--- config.mk ---
export PLATFORM = sky130hd
export DESIGN_NAME = av_output_top
export DESIGN_NICKNAME = d
export VERILOG_FILES = /design/src/source/av_out_pkg.sv /design/src/source/rtg_fetch_timer.sv /design/src/source/video_mixer.sv /design/src/source/aux_audio_sampler.sv /design/src/source/audio_mix_dac.sv /design/src/source/av_output_top.sv
export SDC_FILE = /design/constraint.sdc
export NUM_CORES = 1
export LEC_CHECK = 0
export BUFFER_PORTS_ARGS = -buffer_cell sky130_fd_sc_hd__buf_4
export CORE_MARGIN = 5
export CORE_UTILIZATION = 50
export DETAILED_ROUTE_END_ITERATION = 7
export PLACE_DENSITY = 0.72
export SLEW_MARGIN = 20
export SYNTH_ARGS = -nofsm -noshare
export SYNTH_HDL_FRONTEND = slang
export SYNTH_HIERARCHICAL = 1
export SYNTH_SLANG_ARGS = --single-unit
--- constraint.sdc ---
create_clock -name clk_114 -period 13.9 [get_ports clk_114]
set_input_delay 1.39 -clock clk_114 [delete_from_list [all_inputs] [get_ports clk_114]]
set_output_delay 1.39 -clock clk_114 [all_outputs]
set_load 0.03 [all_outputs]
--- src/source/av_out_pkg.sv ---
// Shared video and audio types for the RTG and aux audio output stage, imported by every module
package av_out_pkg;

  //////////////////////////////////////////////////
  // Widths
  //////////////////////////////////////////////////

  localparam int PIX_CNT_W = 4;                     // Clocks-per-pixel counter width
  localparam int VB_CNT_W  = 6;                     // Vertical blank line counter width

  typedef logic [PIX_CNT_W-1:0] pix_cnt_t;          // Clocks per fetch minus one
  typedef logic [VB_CNT_W-1:0]  vb_cnt_t;           // Lines of RTG vertical blank

  //////////////////////////////////////////////////
  // Video
  //////////////////////////////////////////////////

  typedef logic [7:0]  color8_t;                    // One colour channel
  typedef logic [15:0] pixel_word_t;                // Raw RTG pixel word from the stream

  typedef struct packed {
    color8_t red;
    color8_t green;
    color8_t blue;
  } rgb_t;                                          // 24 bit colour

  typedef struct packed {
    logic hs;
    logic vs;
  } sync_t;

  typedef struct packed {
    sync_t sync;                                    // Upper two bits
    rgb_t  rgb;
  } video_t;                                        // Native in and final out

  typedef struct packed {
    logic window;                                   // OSD box active
    logic pixel;                                    // OSD foreground dot
  } osd_t;

  typedef struct packed {
    logic     enable;                               // RTG screen on
    logic     hicolor16;                            // 1 = RGB565, 0 = RGB555
    pix_cnt_t pixel_width;
    vb_cnt_t  vb_lines;
  } rtg_mode_t;                                     // 12 bits

  //////////////////////////////////////////////////
  // Audio
  //////////////////////////////////////////////////

  typedef logic signed [15:0] sample_t;             // Two's complement sample
  typedef logic [15:0]        dac_level_t;          // Offset binary DAC input
  typedef logic [16:0]        dac_acc_t;            // Accumulator plus carry

  typedef struct packed {
    sample_t left;
    sample_t right;
  } stereo_t;                                       // 32 bits

endpackage

--- src/source/rtg_fetch_timer.sv ---
// Generates RTG blanking from hblank, vblank and counted hsync lines, plus the pixel fetch strobe
`timescale 1ns/1ns

module rtg_fetch_timer import av_out_pkg::*; (
  input  logic      clk_114,
  input  logic      reset,
  input  rtg_mode_t mode,                           // Enable, width, vblank length
  input  logic      hblank,                         // Native horizontal blank
  input  logic      vblank,                         // Native vertical blank
  input  logic      native_hs,                      // Native hsync, edges count lines
  output logic      rtg_fetch,                      // One cycle, advance pixel stream
  output logic      rtg_blank                       // RTG area blanked
);

  typedef enum logic {
    VB_ACTIVE,                                      // Past the RTG top border
    VB_LINES                                        // Counting lines after vblank
  } vb_state_t;

  vb_state_t vb_state;
  vb_cnt_t   line_cnt;                              // Lines since vblank fell
  pix_cnt_t  pix_cnt;                               // Clocks since last fetch
  logic      hs_d;                                  // Previous hsync level
  logic      hs_rise;
  logic      lines_done;
  logic      vert_blank;

  //////////////////////////////////////////////////
  // Vertical blank
  //////////////////////////////////////////////////

  assign hs_rise    = native_hs & ~hs_d;            // New line starts
  assign lines_done = (line_cnt == mode.vb_lines);

  // Blank straight away on vblank, then hold until enough lines have passed
  assign vert_blank = vblank | ((vb_state == VB_LINES) & ~lines_done);

  always_ff @(posedge clk_114) begin
    if (reset) begin
      hs_d     <= 1'b0;
      vb_state <= VB_ACTIVE;
      line_cnt <= '0;
    end else begin
      hs_d <= native_hs;
      if (vblank) begin
        vb_state <= VB_LINES;                       // Restart every frame
        line_cnt <= '0;
      end else if (vb_state == VB_LINES) begin
        if (lines_done) begin
          vb_state <= VB_ACTIVE;                    // Count already reached
        end else if (hs_rise) begin
          line_cnt <= line_cnt + vb_cnt_t'(1);      // One more line gone
        end
      end
    end
  end

  //////////////////////////////////////////////////
  // Pixel fetch
  //////////////////////////////////////////////////

  assign rtg_blank = vert_blank | hblank;

  // Strobe once the counter reaches the programmed width
  assign rtg_fetch = mode.enable & ~rtg_blank & (pix_cnt == mode.pixel_width);

  always_ff @(posedge clk_114) begin
    if (reset) begin
      pix_cnt <= '0;
    end else if (rtg_blank || rtg_fetch) begin
      pix_cnt <= '0;                                // Realign on blank and after fetch
    end else begin
      pix_cnt <= pix_cnt + pix_cnt_t'(1);
    end
  end

endmodule

--- src/source/video_mixer.sv ---
// Expands RTG hi-colour pixels, picks RTG or native colour, overlays the OSD and registers sync/RGB
`timescale 1ns/1ns

module video_mixer import av_out_pkg::*; (
  input  logic        clk_114,
  input  logic        reset,
  input  rtg_mode_t   mode,                         // Enable and pixel format used here
  input  logic        rtg_blank,                    // From fetch timer
  input  pixel_word_t rtg_pixel,                    // Head of the pixel stream
  input  video_t      native_video,                 // Chipset sync and colour
  input  osd_t        osd,                          // OSD window and dot
  input  logic        hsync_pol,                    // 1 inverts hsync
  input  logic        vsync_pol,                    // 1 inverts vsync
  output video_t      video_out
);

  rgb_t  rtg_rgb;                                   // Expanded pixel
  rgb_t  sel_rgb;                                   // RTG or native
  rgb_t  mix_rgb;                                   // After OSD
  sync_t sync_next;
  logic  blank_d1;
  logic  blank_d2;                                  // Lines up with the pixel data
  logic  use_rtg;
  logic  [1:0] osd_rg_bits;
  logic  [1:0] osd_b_bits;

  // Two OSD bits on top, the colour shifted down underneath
  function automatic color8_t osd_channel(input color8_t c, input logic [1:0] bits);
    return {bits, c[7:2]};
  endfunction

  //////////////////////////////////////////////////
  // Hi-colour expansion
  //////////////////////////////////////////////////

  always_comb begin
    if (mode.hicolor16) begin                       // RGB565
      rtg_rgb.red   = {rtg_pixel[15:11], rtg_pixel[15:13]};
      rtg_rgb.green = {rtg_pixel[10:5], rtg_pixel[10:9]};
    end else begin                                  // RGB555, bit 15 unused
      rtg_rgb.red   = {rtg_pixel[14:10], rtg_pixel[14:12]};
      rtg_rgb.green = {rtg_pixel[9:5], rtg_pixel[9:7]};
    end
    rtg_rgb.blue = {rtg_pixel[4:0], rtg_pixel[4:2]}; // Same in both formats
  end

  //////////////////////////////////////////////////
  // Selection and overlay
  //////////////////////////////////////////////////

  assign use_rtg = mode.enable & ~blank_d2;
  assign sel_rgb = use_rtg ? rtg_rgb : native_video.rgb;

  assign osd_rg_bits = osd.pixel ? 2'b11 : 2'b00;   // White dot or dark
  assign osd_b_bits  = osd.pixel ? 2'b11 : 2'b10;   // Bluish background

  always_comb begin
    mix_rgb = sel_rgb;
    if (osd.window) begin
      mix_rgb.red   = osd_channel(sel_rgb.red, osd_rg_bits);
      mix_rgb.green = osd_channel(sel_rgb.green, osd_rg_bits);
      mix_rgb.blue  = osd_channel(sel_rgb.blue, osd_b_bits);
    end
  end

  assign sync_next.hs = native_video.sync.hs ^ hsync_pol;
  assign sync_next.vs = native_video.sync.vs ^ vsync_pol;

  //////////////////////////////////////////////////
  // Output register
  //////////////////////////////////////////////////

  always_ff @(posedge clk_114) begin
    if (reset) begin
      blank_d1  <= 1'b1;                            // Start blanked
      blank_d2  <= 1'b1;
      video_out <= '0;
    end else begin
      blank_d1       <= rtg_blank;
      blank_d2       <= blank_d1;
      video_out.sync <= sync_next;
      video_out.rgb  <= mix_rgb;
    end
  end

endmodule

--- src/source/aux_audio_sampler.sv ---
// Sample-rate tick for the aux audio stream, latching byte-swapped left then right samples
`timescale 1ns/1ns

module aux_audio_sampler import av_out_pkg::*; #(
  parameter int TICK_PERIOD = 643                   // Clocks per stereo sample, at least 2
) (
  input  logic    clk_114,
  input  logic    reset,
  input  sample_t aux_sample,                       // Head of the audio stream
  output logic    aux_next,                         // Advance the stream
  output stereo_t aux_audio                         // Latched stereo pair
);

  localparam int TICK_W = (TICK_PERIOD > 1) ? $clog2(TICK_PERIOD) : 1;

  logic [TICK_W-1:0] tick_cnt;                      // Modulo TICK_PERIOD
  logic              tick;                          // Left word cycle
  logic              tick_d;                        // Right word cycle

  // Stream words arrive little endian
  function automatic sample_t byte_swap(input sample_t s);
    return {s[7:0], s[15:8]};
  endfunction

  //////////////////////////////////////////////////
  // Rate tick
  //////////////////////////////////////////////////

  always_ff @(posedge clk_114) begin
    if (reset) begin
      tick_cnt <= '0;
      tick     <= 1'b0;
      tick_d   <= 1'b0;
    end else begin
      tick_d <= tick;
      if (tick_cnt == TICK_W'(TICK_PERIOD - 1)) begin
        tick_cnt <= '0;                             // Wrap
        tick     <= 1'b1;
      end else begin
        tick_cnt <= tick_cnt + 1'b1;
        tick     <= 1'b0;
      end
    end
  end

  // Two words per tick, so two pulses
  assign aux_next = tick | tick_d;

  //////////////////////////////////////////////////
  // Sample latches
  //////////////////////////////////////////////////

  always_ff @(posedge clk_114) begin
    if (reset) begin
      aux_audio <= '0;
    end else begin
      if (tick) begin
        aux_audio.left <= byte_swap(aux_sample);    // Even word
      end
      if (tick_d) begin
        aux_audio.right <= byte_swap(aux_sample);   // Odd word, stream has moved on
      end
    end
  end

endmodule

--- src/source/audio_mix_dac.sv ---
// Saturating mix of native and aux audio into two first-order sigma-delta DAC bitstreams
`timescale 1ns/1ns

module audio_mix_dac import av_out_pkg::*; (
  input  logic    clk_114,
  input  logic    reset,
  input  stereo_t amiga_audio,                      // Native Paula output
  input  stereo_t aux_audio,                        // Latched aux samples
  output logic    audio_l,                          // Left bitstream
  output logic    audio_r                           // Right bitstream
);

  sample_t    mix [2];                              // 0 left, 1 right
  dac_level_t level [2];                            // Offset binary
  dac_acc_t   acc [2];                              // Carry in bit 16

  // Add with clamp to the signed 16 bit range
  function automatic sample_t sat_add(input sample_t a, input sample_t b);
    logic [16:0] sum;
    sum = {a[15], a} + {b[15], b};                  // Sign extended
    if (sum[16] != sum[15]) begin
      return sum[16] ? 16'sh8000 : 16'sh7fff;       // Overflow, clamp by sign
    end
    return sum[15:0];
  endfunction

  //////////////////////////////////////////////////
  // Mix and offset conversion
  //////////////////////////////////////////////////

  always_comb begin
    mix[0] = sat_add(amiga_audio.left, aux_audio.left);
    mix[1] = sat_add(amiga_audio.right, aux_audio.right);
    for (int ch = 0; ch < 2; ch++) begin
      level[ch] = {~mix[ch][15], mix[ch][14:0]};    // -32768 maps to 0
    end
  end

  //////////////////////////////////////////////////
  // Sigma-delta modulators
  //////////////////////////////////////////////////

  // Carry density tracks level/65536
  always_ff @(posedge clk_114) begin
    if (reset) begin
      for (int ch = 0; ch < 2; ch++) begin
        acc[ch] <= '0;
      end
    end else begin
      for (int ch = 0; ch < 2; ch++) begin
        acc[ch] <= {1'b0, acc[ch][15:0]} + {1'b0, level[ch]}; // Drop old carry
      end
    end
  end

  assign audio_l = acc[0][16];
  assign audio_r = acc[1][16];

endmodule

--- src/source/av_output_top.sv ---
// Top of the RTG video and aux audio output stage, all on clk_114
`timescale 1ns/1ns

module av_output_top import av_out_pkg::*; #(
  parameter int TICK_PERIOD = 643                   // Aux audio sample period in clocks
) (
  input  logic        clk_114,
  input  logic        reset,
  // Video
  input  video_t      native_video,
  input  logic        hblank,
  input  logic        vblank,
  input  osd_t        osd,
  input  rtg_mode_t   rtg_mode,
  input  logic        hsync_pol,
  input  logic        vsync_pol,
  input  pixel_word_t rtg_pixel,                    // Pixel stream head
  output logic        rtg_fetch,                    // Pixel stream advance
  output video_t      video_out,
  // Audio
  input  stereo_t     amiga_audio,
  input  sample_t     aux_sample,                   // Audio stream head
  output logic        aux_next,                     // Audio stream advance
  output logic        audio_l,
  output logic        audio_r
);

  logic    rtg_blank;                               // Timer to mixer
  stereo_t aux_audio;                               // Sampler to DAC

  //////////////////////////////////////////////////
  // Video section
  //////////////////////////////////////////////////

  rtg_fetch_timer rtg_fetch_timer_inst (
    .clk_114   (clk_114),
    .reset     (reset),
    .mode      (rtg_mode),
    .hblank    (hblank),
    .vblank    (vblank),
    .native_hs (native_video.sync.hs),              // Line edges for vblank count
    .rtg_fetch (rtg_fetch),
    .rtg_blank (rtg_blank)
  );

  video_mixer video_mixer_inst (
    .clk_114      (clk_114),
    .reset        (reset),
    .mode         (rtg_mode),
    .rtg_blank    (rtg_blank),
    .rtg_pixel    (rtg_pixel),
    .native_video (native_video),
    .osd          (osd),
    .hsync_pol    (hsync_pol),
    .vsync_pol    (vsync_pol),
    .video_out    (video_out)
  );

  //////////////////////////////////////////////////
  // Audio section
  //////////////////////////////////////////////////

  aux_audio_sampler #(
    .TICK_PERIOD (TICK_PERIOD)
  ) aux_audio_sampler_inst (
    .clk_114    (clk_114),
    .reset      (reset),
    .aux_sample (aux_sample),
    .aux_next   (aux_next),
    .aux_audio  (aux_audio)
  );

  audio_mix_dac audio_mix_dac_inst (
    .clk_114     (clk_114),
    .reset       (reset),
    .amiga_audio (amiga_audio),
    .aux_audio   (aux_audio),
    .audio_l     (audio_l),
    .audio_r     (audio_r)
  );

endmodule

==> summary.txt, run 1 <==
Run status
  – Outcome: finished clean

Clock tree
  – CTS Buf Count: 17
  – Worst-Skew Late Latency: 420 ps
  – H-tree depth: 4
  – Root Buffer: clkbuf_16
  – Post-CTS Resized: 0
  – CTS sink count: 118
  – Post-CTS setup buffers: 0
  – Max Buffers Root-to-Sink: 2
  – CTS tree: yes
  – Hold_buf cts: 0
  – CTS clock-pin slew for the worst setup and hold paths: 50 ps

STA
  – F_max: 145.3 MHz
  – Setup violations, final: 0
  – Minimum clock period: 6880 ps
  – Skew final: 5.063 ps
  – Rel. slew slack: 26.52%
  – RSZ-0062 raised after global routing: false
  – Hold Fails Final Rpt: 0
  – Worst-Margin Slew: 1101 ps
  – Max Slew Vio Count: 0
  – Period Utilization, post-route: 49.50%
  – Setup_tns: 0 ps
  – Post-route setup slack: 7020 ps

Power and ir drop
  – Internal power: 820.6 uW
  – Comb power frac: 33.1%
  – Sw frac: 32.17%
  – Peak VDD IR: 104.7 uV
  – Power per cell area: 125.1 nW/um^2
  – Sequential power share: 33.2%
  – Clock power share: 33.6%
  – Leakage Power: 0.004216 uW
  – Switching pwr: 389.2 uW

Die
  – Die height: 136.9 microns
  – Die area: 18750 sq um
  – Die X-Extent: 136.9 microns
  – Std-Cell Rows: 46
  – Core area: 15830 sq um
  – Initial Util: 50.91%
  – Io pins: 140

Synthesis
  – Yosys top cell area share: 29.32%
  – Average cell area after synthesis: 8.884 sq um
  – Synth Flop Type: dfxtp_1
  – EDFF count, synth: 0
  – Synth area leaders: dfxtp_1, ha_1, mux2i_1
  – Post-Syn Area: 8058 sq um
  – Top-count cell post-synth: dfxtp_1
  – Sequential area share after synthesis: 29.32%
  – Synth Instances: 907
  – Synth Warn #: 6
  – Syn_nets: 1091
  – Post-synthesis cell type count: 83
  – Post-synth top area cell: dfxtp_1
  – #FFs+latches synth: 118
  – Async SR Flop Fraction: 0%
  – List of most frequent post-synthesis cells: dfxtp_1, nor2_1, ha_1

Routing
  – Vias: 6998
  – Vias/cell: 5.572
  – Iteration-0 DRC Markers: 388
  – WL/cell: 15.70 microns
  – Routed Wire Length: 19720 microns
  – Drt drc: 0
  – DRT Pass-1 Iters: 5
  – Antenna Nets Post-Route: 0

Cells and area
  – Synth-to-layout area growth: 20.02%
  – Design Area, Final: 9671 sq um
  – Share of cells above drive strength 1: 21.44%
  – Fill count: 1420
  – Layout Cells excl Fill: 1256
  – Nets: 1213
  – Antenna diodes: 0
  – Util after Layout: 61.10%

Placed design
  – Placed cell area: 9129 sq um
  – IO Port Bufs: 139
  – Hpwl dp: 14950 microns
  – RD Place Congestion: 0.9150
  – Post-Place Worst Slack: 6735 ps
  – Number of placed cells counting well taps: 1226

Global routing
  – Largest net degree at the start of global routing: 86
  – Initial antenna violation count: 0
  – Total track usage: 21.47%
  – Vias in the first global route: 6845
  – Global route total overflow: 0
  – Global-route wire length before repair: 32240 microns

Setup path
  – WP buf/inv: 2
  – CP Capture Type: register
  – Slowest cell on the critical path: a31oi_1
  – Crit path cell chain: buf_4, ha_1, inv_1, fa_1, nor2b_1, o21ai_0, a21o_1, a31oi_1, a21oi_1, nor2b_1, o21ai_0, ha_1, and3_1, a32o_1, a31oi_1, o21ai_0, ha_1, a2111oi_0, o21ai_0, a41oi_1, o21ai_0, xnor2_1, nor2_1
  – Startpoint types: input pin
  – Crit Path Category: input pin to register
  – Crit path top cell by count: o21ai_0
  – Largest fanout on the critical path: 18
  – Reg2Reg Depth: 22
  – Worst Path Required: 14160 ps
  – Slowest stage delay, CP: 680 ps
  – Crit path depth: 23
  – Arr. time, crit path: 7140 ps
  – Cell family with most CP delay: compound AO/OA/AOI/OAI gates

Flow run
  – Max cap viols: 0

Hold path
  – Worst hold stages: 1
  – Hold crit path type: register to register
==> kinds of logic after synthesis <==
group	after synthesis	share of synthesized area [%]
compound gates	259	22.72
xor+xnor	65	7.065
fa+ha+maj	90	13.88
buf+inv	61	4.270
flops	118	29.32
mux	48	5.994
simple gates	266	16.75
==> worst paths after layout <==
kind,slack (ps),startpoint,to
setup / recovery,7020,amiga_audio[0],audio_mix_dac_inst/acc[0][32]$_SDFF_PP0_
setup reg to reg,7690,aux_audio_sampler_inst/aux_audio[0]$_SDFFE_PP0P_,audio_mix_dac_inst/acc[0][32]$_SDFF_PP0_
hold reg to reg,410,video_mixer_inst/blank_d1$_SDFF_PP1_,video_mixer_inst/blank_d2$_SDFF_PP1_
hold / removal,410,video_mixer_inst/blank_d1$_SDFF_PP1_,video_mixer_inst/blank_d2$_SDFF_PP1_
==> through the flow <==
step / power [uW] / hold WS [ps]
finish: 1210 / 414.8
global route: 1291 / 427.6
CTS: 1217 / 417.2
detailed placement: 804.4 / 398.0
global placement: 797.5 / 394.9
floorplan: 707.8 / 389.5
==> power by group through the flow <==
stage	registers (uW)	clock network (uW)	logic [uW]
2_1_floorplan	419	0	289
3_3_place_gp	408	0	390
3_5_place_dp	408	0	396
4_1_cts	402	416	399
5_1_grt	406	434	452
6_report	402	407	401
==> cell type report <==
type | count | area [sq um] | share of cell area [%]
clock inverter | 8 | 77.57 | 0.8022
sequential | 118 | 2362 | 24.43
multi-input combinational | 728 | 5351 | 55.34
tap | 216 | 270.3 | 2.795
clock buffer | 22 | 464.2 | 4.800
inverter | 23 | 86.33 | 0.8927
timing repair buffer | 141 | 1059 | 10.95
==> state kept, by name, summed over array words and instances, names as in the netlist <==
name / flops
audio_mix_dac_inst/acc: 34
aux_audio_sampler_inst/aux_audio: 32
aux_audio_sampler_inst/tick: 1
aux_audio_sampler_inst/tick_cnt: 10
aux_audio_sampler_inst/tick_d: 1
rtg_fetch_timer_inst/hs_d: 1
rtg_fetch_timer_inst/line_cnt: 6
rtg_fetch_timer_inst/pix_cnt: 4
rtg_fetch_timer_inst/vb_state: 1
video_mixer_inst/blank_d1: 1
video_mixer_inst/blank_d2: 1
video_mixer_inst/video_out: 26
==> cells in the final DEF (no fill, tap or decap), drive strengths merged, types with 6 or more instances in the layout <==
| cell | netlist | layout |
|---|---|---|
| o21bai | 8 | 8 |
| a21o | 23 | 23 |
| o22ai | 7 | 7 |
| buf | 22 | 141 |
| o21a | 6 | 6 |
| nand2b | 12 | 12 |
| ha | 70 | 70 |
| nand2 | 42 | 42 |
| o21ai | 62 | 62 |
| a31oi | 14 | 14 |
| o32ai | 14 | 14 |
| inv | 23 | 23 |
| a211oi | 20 | 20 |
| nor3 | 17 | 17 |
| or2 | 7 | 7 |
| nand4 | 7 | 7 |
| o31ai | 7 | 7 |
| xor2 | 34 | 34 |
| clkbuf | 16 | 22 |
| dfxtp | 118 | 118 |
| maj3 | 16 | 16 |
| o211ai | 10 | 10 |
| a21oi | 62 | 62 |
| nor2b | 26 | 26 |
| mux2i | 46 | 46 |
| xnor2 | 31 | 31 |
| nand3 | 11 | 11 |
| nor2 | 108 | 108 |
| or3 | 8 | 8 |
==> routing by layer <==
layer	up-vias	wire length (microns)	global-route usage [%]
li1	3553	-	-
met4	0	426	7.761
met2	188	8965	34.96
met1	3227	8689	25.64
met3	30	1642	8.456
met5	-	0	0
(Power assumes the default switching activity.)
==> run 2, diff against run 1 <==
- ABC_AREA: default -> 1
- clock period: 13.9 -> 7 ns (I/O delays scaled with it)
==> run 2 against run 1 <==
Final area up 6.2%. Sequential share of layout area down 1.4 points. Synthesized cell count up 46%. Highest routed layer unchanged. Register-to-register slack worse by 5100 ps. Non-clock buffer count down 2. Core utilization up 0.63 points. Final cell count up 34%.
==> summary.txt, run 2 <==
Global routing
  – Initial antenna violation count: 0 (unchanged)
  – Largest net degree at the start of global routing: 34 (-60%)
  – Vias in the first global route: 8153 (+19%)
  – Global route total overflow: 0 (unchanged)
  – Global-route wire length before repair: 38700 microns (+20%)
  – Total track usage: 23.70% (+2.2 points)

Power and ir drop
  – Total Power: 2641 uW (+120%)
  – Peak VDD IR: 208.9 uV (+100%)
  – Power per cell area: 257.1 nW/um^2 (+110%)
  – Leakage Power: 0.005463 uW (+30%)

Hold path
  – Worst hold stages: 1 (unchanged)
  – Hold crit path type: register to register

Routing
  – Drt drc: 0 (unchanged)
  – WL/cell: 14.00 microns (-11%)
  – Vias/cell: 5.092 (-8.6%)
  – DRT Pass-1 Iters: 5 (unchanged)
  – Vias: 8590 (+23%)
  – Iteration-0 DRC Markers: 598 (+54%)
  – Antenna Nets Post-Route: 0 (unchanged)
  – Routed Wire Length: 23610 microns (+20%)

Synthesis
  – Post-synth top area cell: dfxtp_1
  – Syn_nets: 1505 (+38%)
  – Post-synthesis cell type count: 44 (-47%)
  – Post-Syn Area: 8529 sq um (+5.9%)
  – Sequential area share after synthesis: 27.70% (-1.6 points)
  – Synth Warn #: 6 (unchanged)
  – Top-count cell post-synth: nand2_1
  – Yosys top cell area share: 27.70% (-1.6 points)
  – Async SR Flop Fraction: 0% (unchanged)
  – List of most frequent post-synthesis cells: nand2_1, nor2_1, inv_1
  – Synth area leaders: dfxtp_1, nand2_1, ha_1
  – #FFs+latches synth: 118 (unchanged)
  – Synth Flop Type: dfxtp_1
  – EDFF count, synth: 0 (unchanged)
  – Synth Instances: 1321 (+46%)
  – Average cell area after synthesis: 6.457 sq um (-27%)

STA
  – Period Utilization, post-route: 63.96%
  – Setup_tns: 0 ps (unchanged)
  – Max Slew Vio Count: 0 (unchanged)
  – RSZ-0062 raised after global routing: false
  – Setup violations, final: 0 (unchanged)
  – Worst-Margin Slew: 822.9 ps (-277.9 ps)
  – Skew final: 6.875 ps (+1.812 ps)
  – F_max: 223.3 MHz
  – Hold Fails Final Rpt: 0 (unchanged)
  – Rel. slew slack: 45.08% (+19 points)
  – Minimum clock period: 4478 ps

Setup path
  – Crit Path Category: input pin to register
  – Largest fanout on the critical path: 23 (+5)
  – Arr. time, crit path: 4820 ps (-2320 ps)
  – CP Capture Type: register
  – Reg2Reg Depth: 24 (+9.1%)
  – Startpoint types: input pin
  – Slowest stage delay, CP: 800 ps (+120 ps)
  – Crit path top cell by count: nand2_1
  – Slowest cell on the critical path: ha_1
  – Worst Path Required: 7350 ps (-6810 ps)

Die
  – Core area: 16640 sq um (+5.1%)
  – Die height: 140.6 microns (+2.7%)
  – Initial Util: 51.25% (+0.34 points)
  – Die area: 19770 sq um (+5.4%)
  – Io pins: 140 (unchanged)
  – Die X-Extent: 140.6 microns (+2.7%)
  – Std-Cell Rows: 47 (+2.2%)

Cells and area
  – Most frequent cells in the layout: nand2_1, nor2_1, inv_1
  – Synth-to-layout area growth: 20.43%
  – Largest Register: audio_mix_dac_inst/acc
  – Nets: 1638 (+35%)
  – Largest register FFs: 34 (unchanged)
  – Antenna diodes: 0 (unchanged)
  – Top Registers: audio_mix_dac_inst/acc x34, aux_audio_sampler_inst/aux_audio x32, video_mixer_inst/video_out x26
  – Most common cell after layout, fill and taps aside: nand2_1
  – Share of cells above drive strength 1: 16.77% (-4.7 points)
  – Util after Layout: 61.72% (+0.63 points)

Clock tree
  – CTS clock-pin slew for the worst setup and hold paths: 60 ps (about the same)
  – Max Buffers Root-to-Sink: 2 (unchanged)
  – Worst-Skew Late Latency: 420 ps (about the same)
  – H-tree depth: 4 (unchanged)
  – Post-CTS setup buffers: 0 (unchanged)
  – Root Buffer: clkbuf_16
  – CTS tree: yes
  – Hold_buf cts: 0 (unchanged)
  – CTS sink count: 118 (unchanged)
  – Post-CTS Resized: 0 (unchanged)
  – CTS Buf Count: 17 (unchanged)

Placed design
  – Hpwl dp: 18820 microns (+26%)
  – RD Place Congestion: 0.9276 (+1.4%)
  – IO Port Bufs: 139 (unchanged)

Flow run
  – Max cap viols: 0 (unchanged)

Run status
  – Outcome: finished clean
[run 2: kinds of logic after synthesis]
family,Yosys count,share of synthesized area (%)
flip-flops,118,27.70
AND/OR/NAND/NOR,721,36.35
AO/OA/AOI/OAI,208,13.82
XOR/XNOR,23,2.362
adder cells (fa/ha/maj),74,11.21
buffers and inverters,177,8.567
[run 2: critical path, delay by kind of cell]
kind                     cells  cell delay, ps
AO/OA/AOI/OAI                4             570
adder cells (fa/ha/maj)      5            1950
buffers and inverters        4             290
AND/OR/NAND/NOR             12            1310
[run 2: final timing paths]
path,startpoint,to,slack (ps)
worst min-delay path,video_mixer_inst/blank_d1$_SDFF_PP1_,video_mixer_inst/blank_d2$_SDFF_PP1_,410
worst min register to register,video_mixer_inst/blank_d1$_SDFF_PP1_,video_mixer_inst/blank_d2$_SDFF_PP1_,410
worst max register to register,aux_audio_sampler_inst/aux_audio[0]$_SDFFE_PP0P_,audio_mix_dac_inst/acc[0][27]$_SDFF_PP0_,2560
worst max-delay path,amiga_audio[0],audio_mix_dac_inst/acc[0][27]$_SDFF_PP0_,2520
[run 2: per-layer routing]
layer / track usage [%] / up-vias / part of all wire [%]
met5: 0 / - / 0
met4: 4.946 / 0 / 0.86
met3: 5.520 / 19 / 6.6
met2: 38.76 / 251 / 45
met1: 32.10 / 3810 / 47
li1: - / 4510 / -
[run 2: metrics by stage]
stage | cell area [sq um] | hold slack (ps) | std cells | setup WS (ps)
floorplan | 8529 | 389.5 | 1321 | 2835
global placement | 9688 | 402.9 | 1655 | 2352
detailed placement | 9688 | 402.5 | 1655 | 2204
CTS | 10270 | 418.3 | 1687 | 2627
global route | 10270 | 445.1 | 1687 | 2188
finish | 10270 | 413.7 | 1687 | 2522
[run 2: area by class of cell]
cell class	instances	area (sq um)
Clock inverter	11	123.9
Inverter	152	570.5
Timing Repair Buffer	139	1044
Tap cell	220	275.3
Sequential cell	118	2362
Fill cell	1618	6370
Clock buffer	21	460.4
Multi-Input combinational cell	1026	5436
[run 2: power by group]
part	switching [uW]	internal (uW)	leakage (uW)
Sequential	36.9	773	0.000969
Clock	331	543	0.000280
Combinational	601	357	0.00421
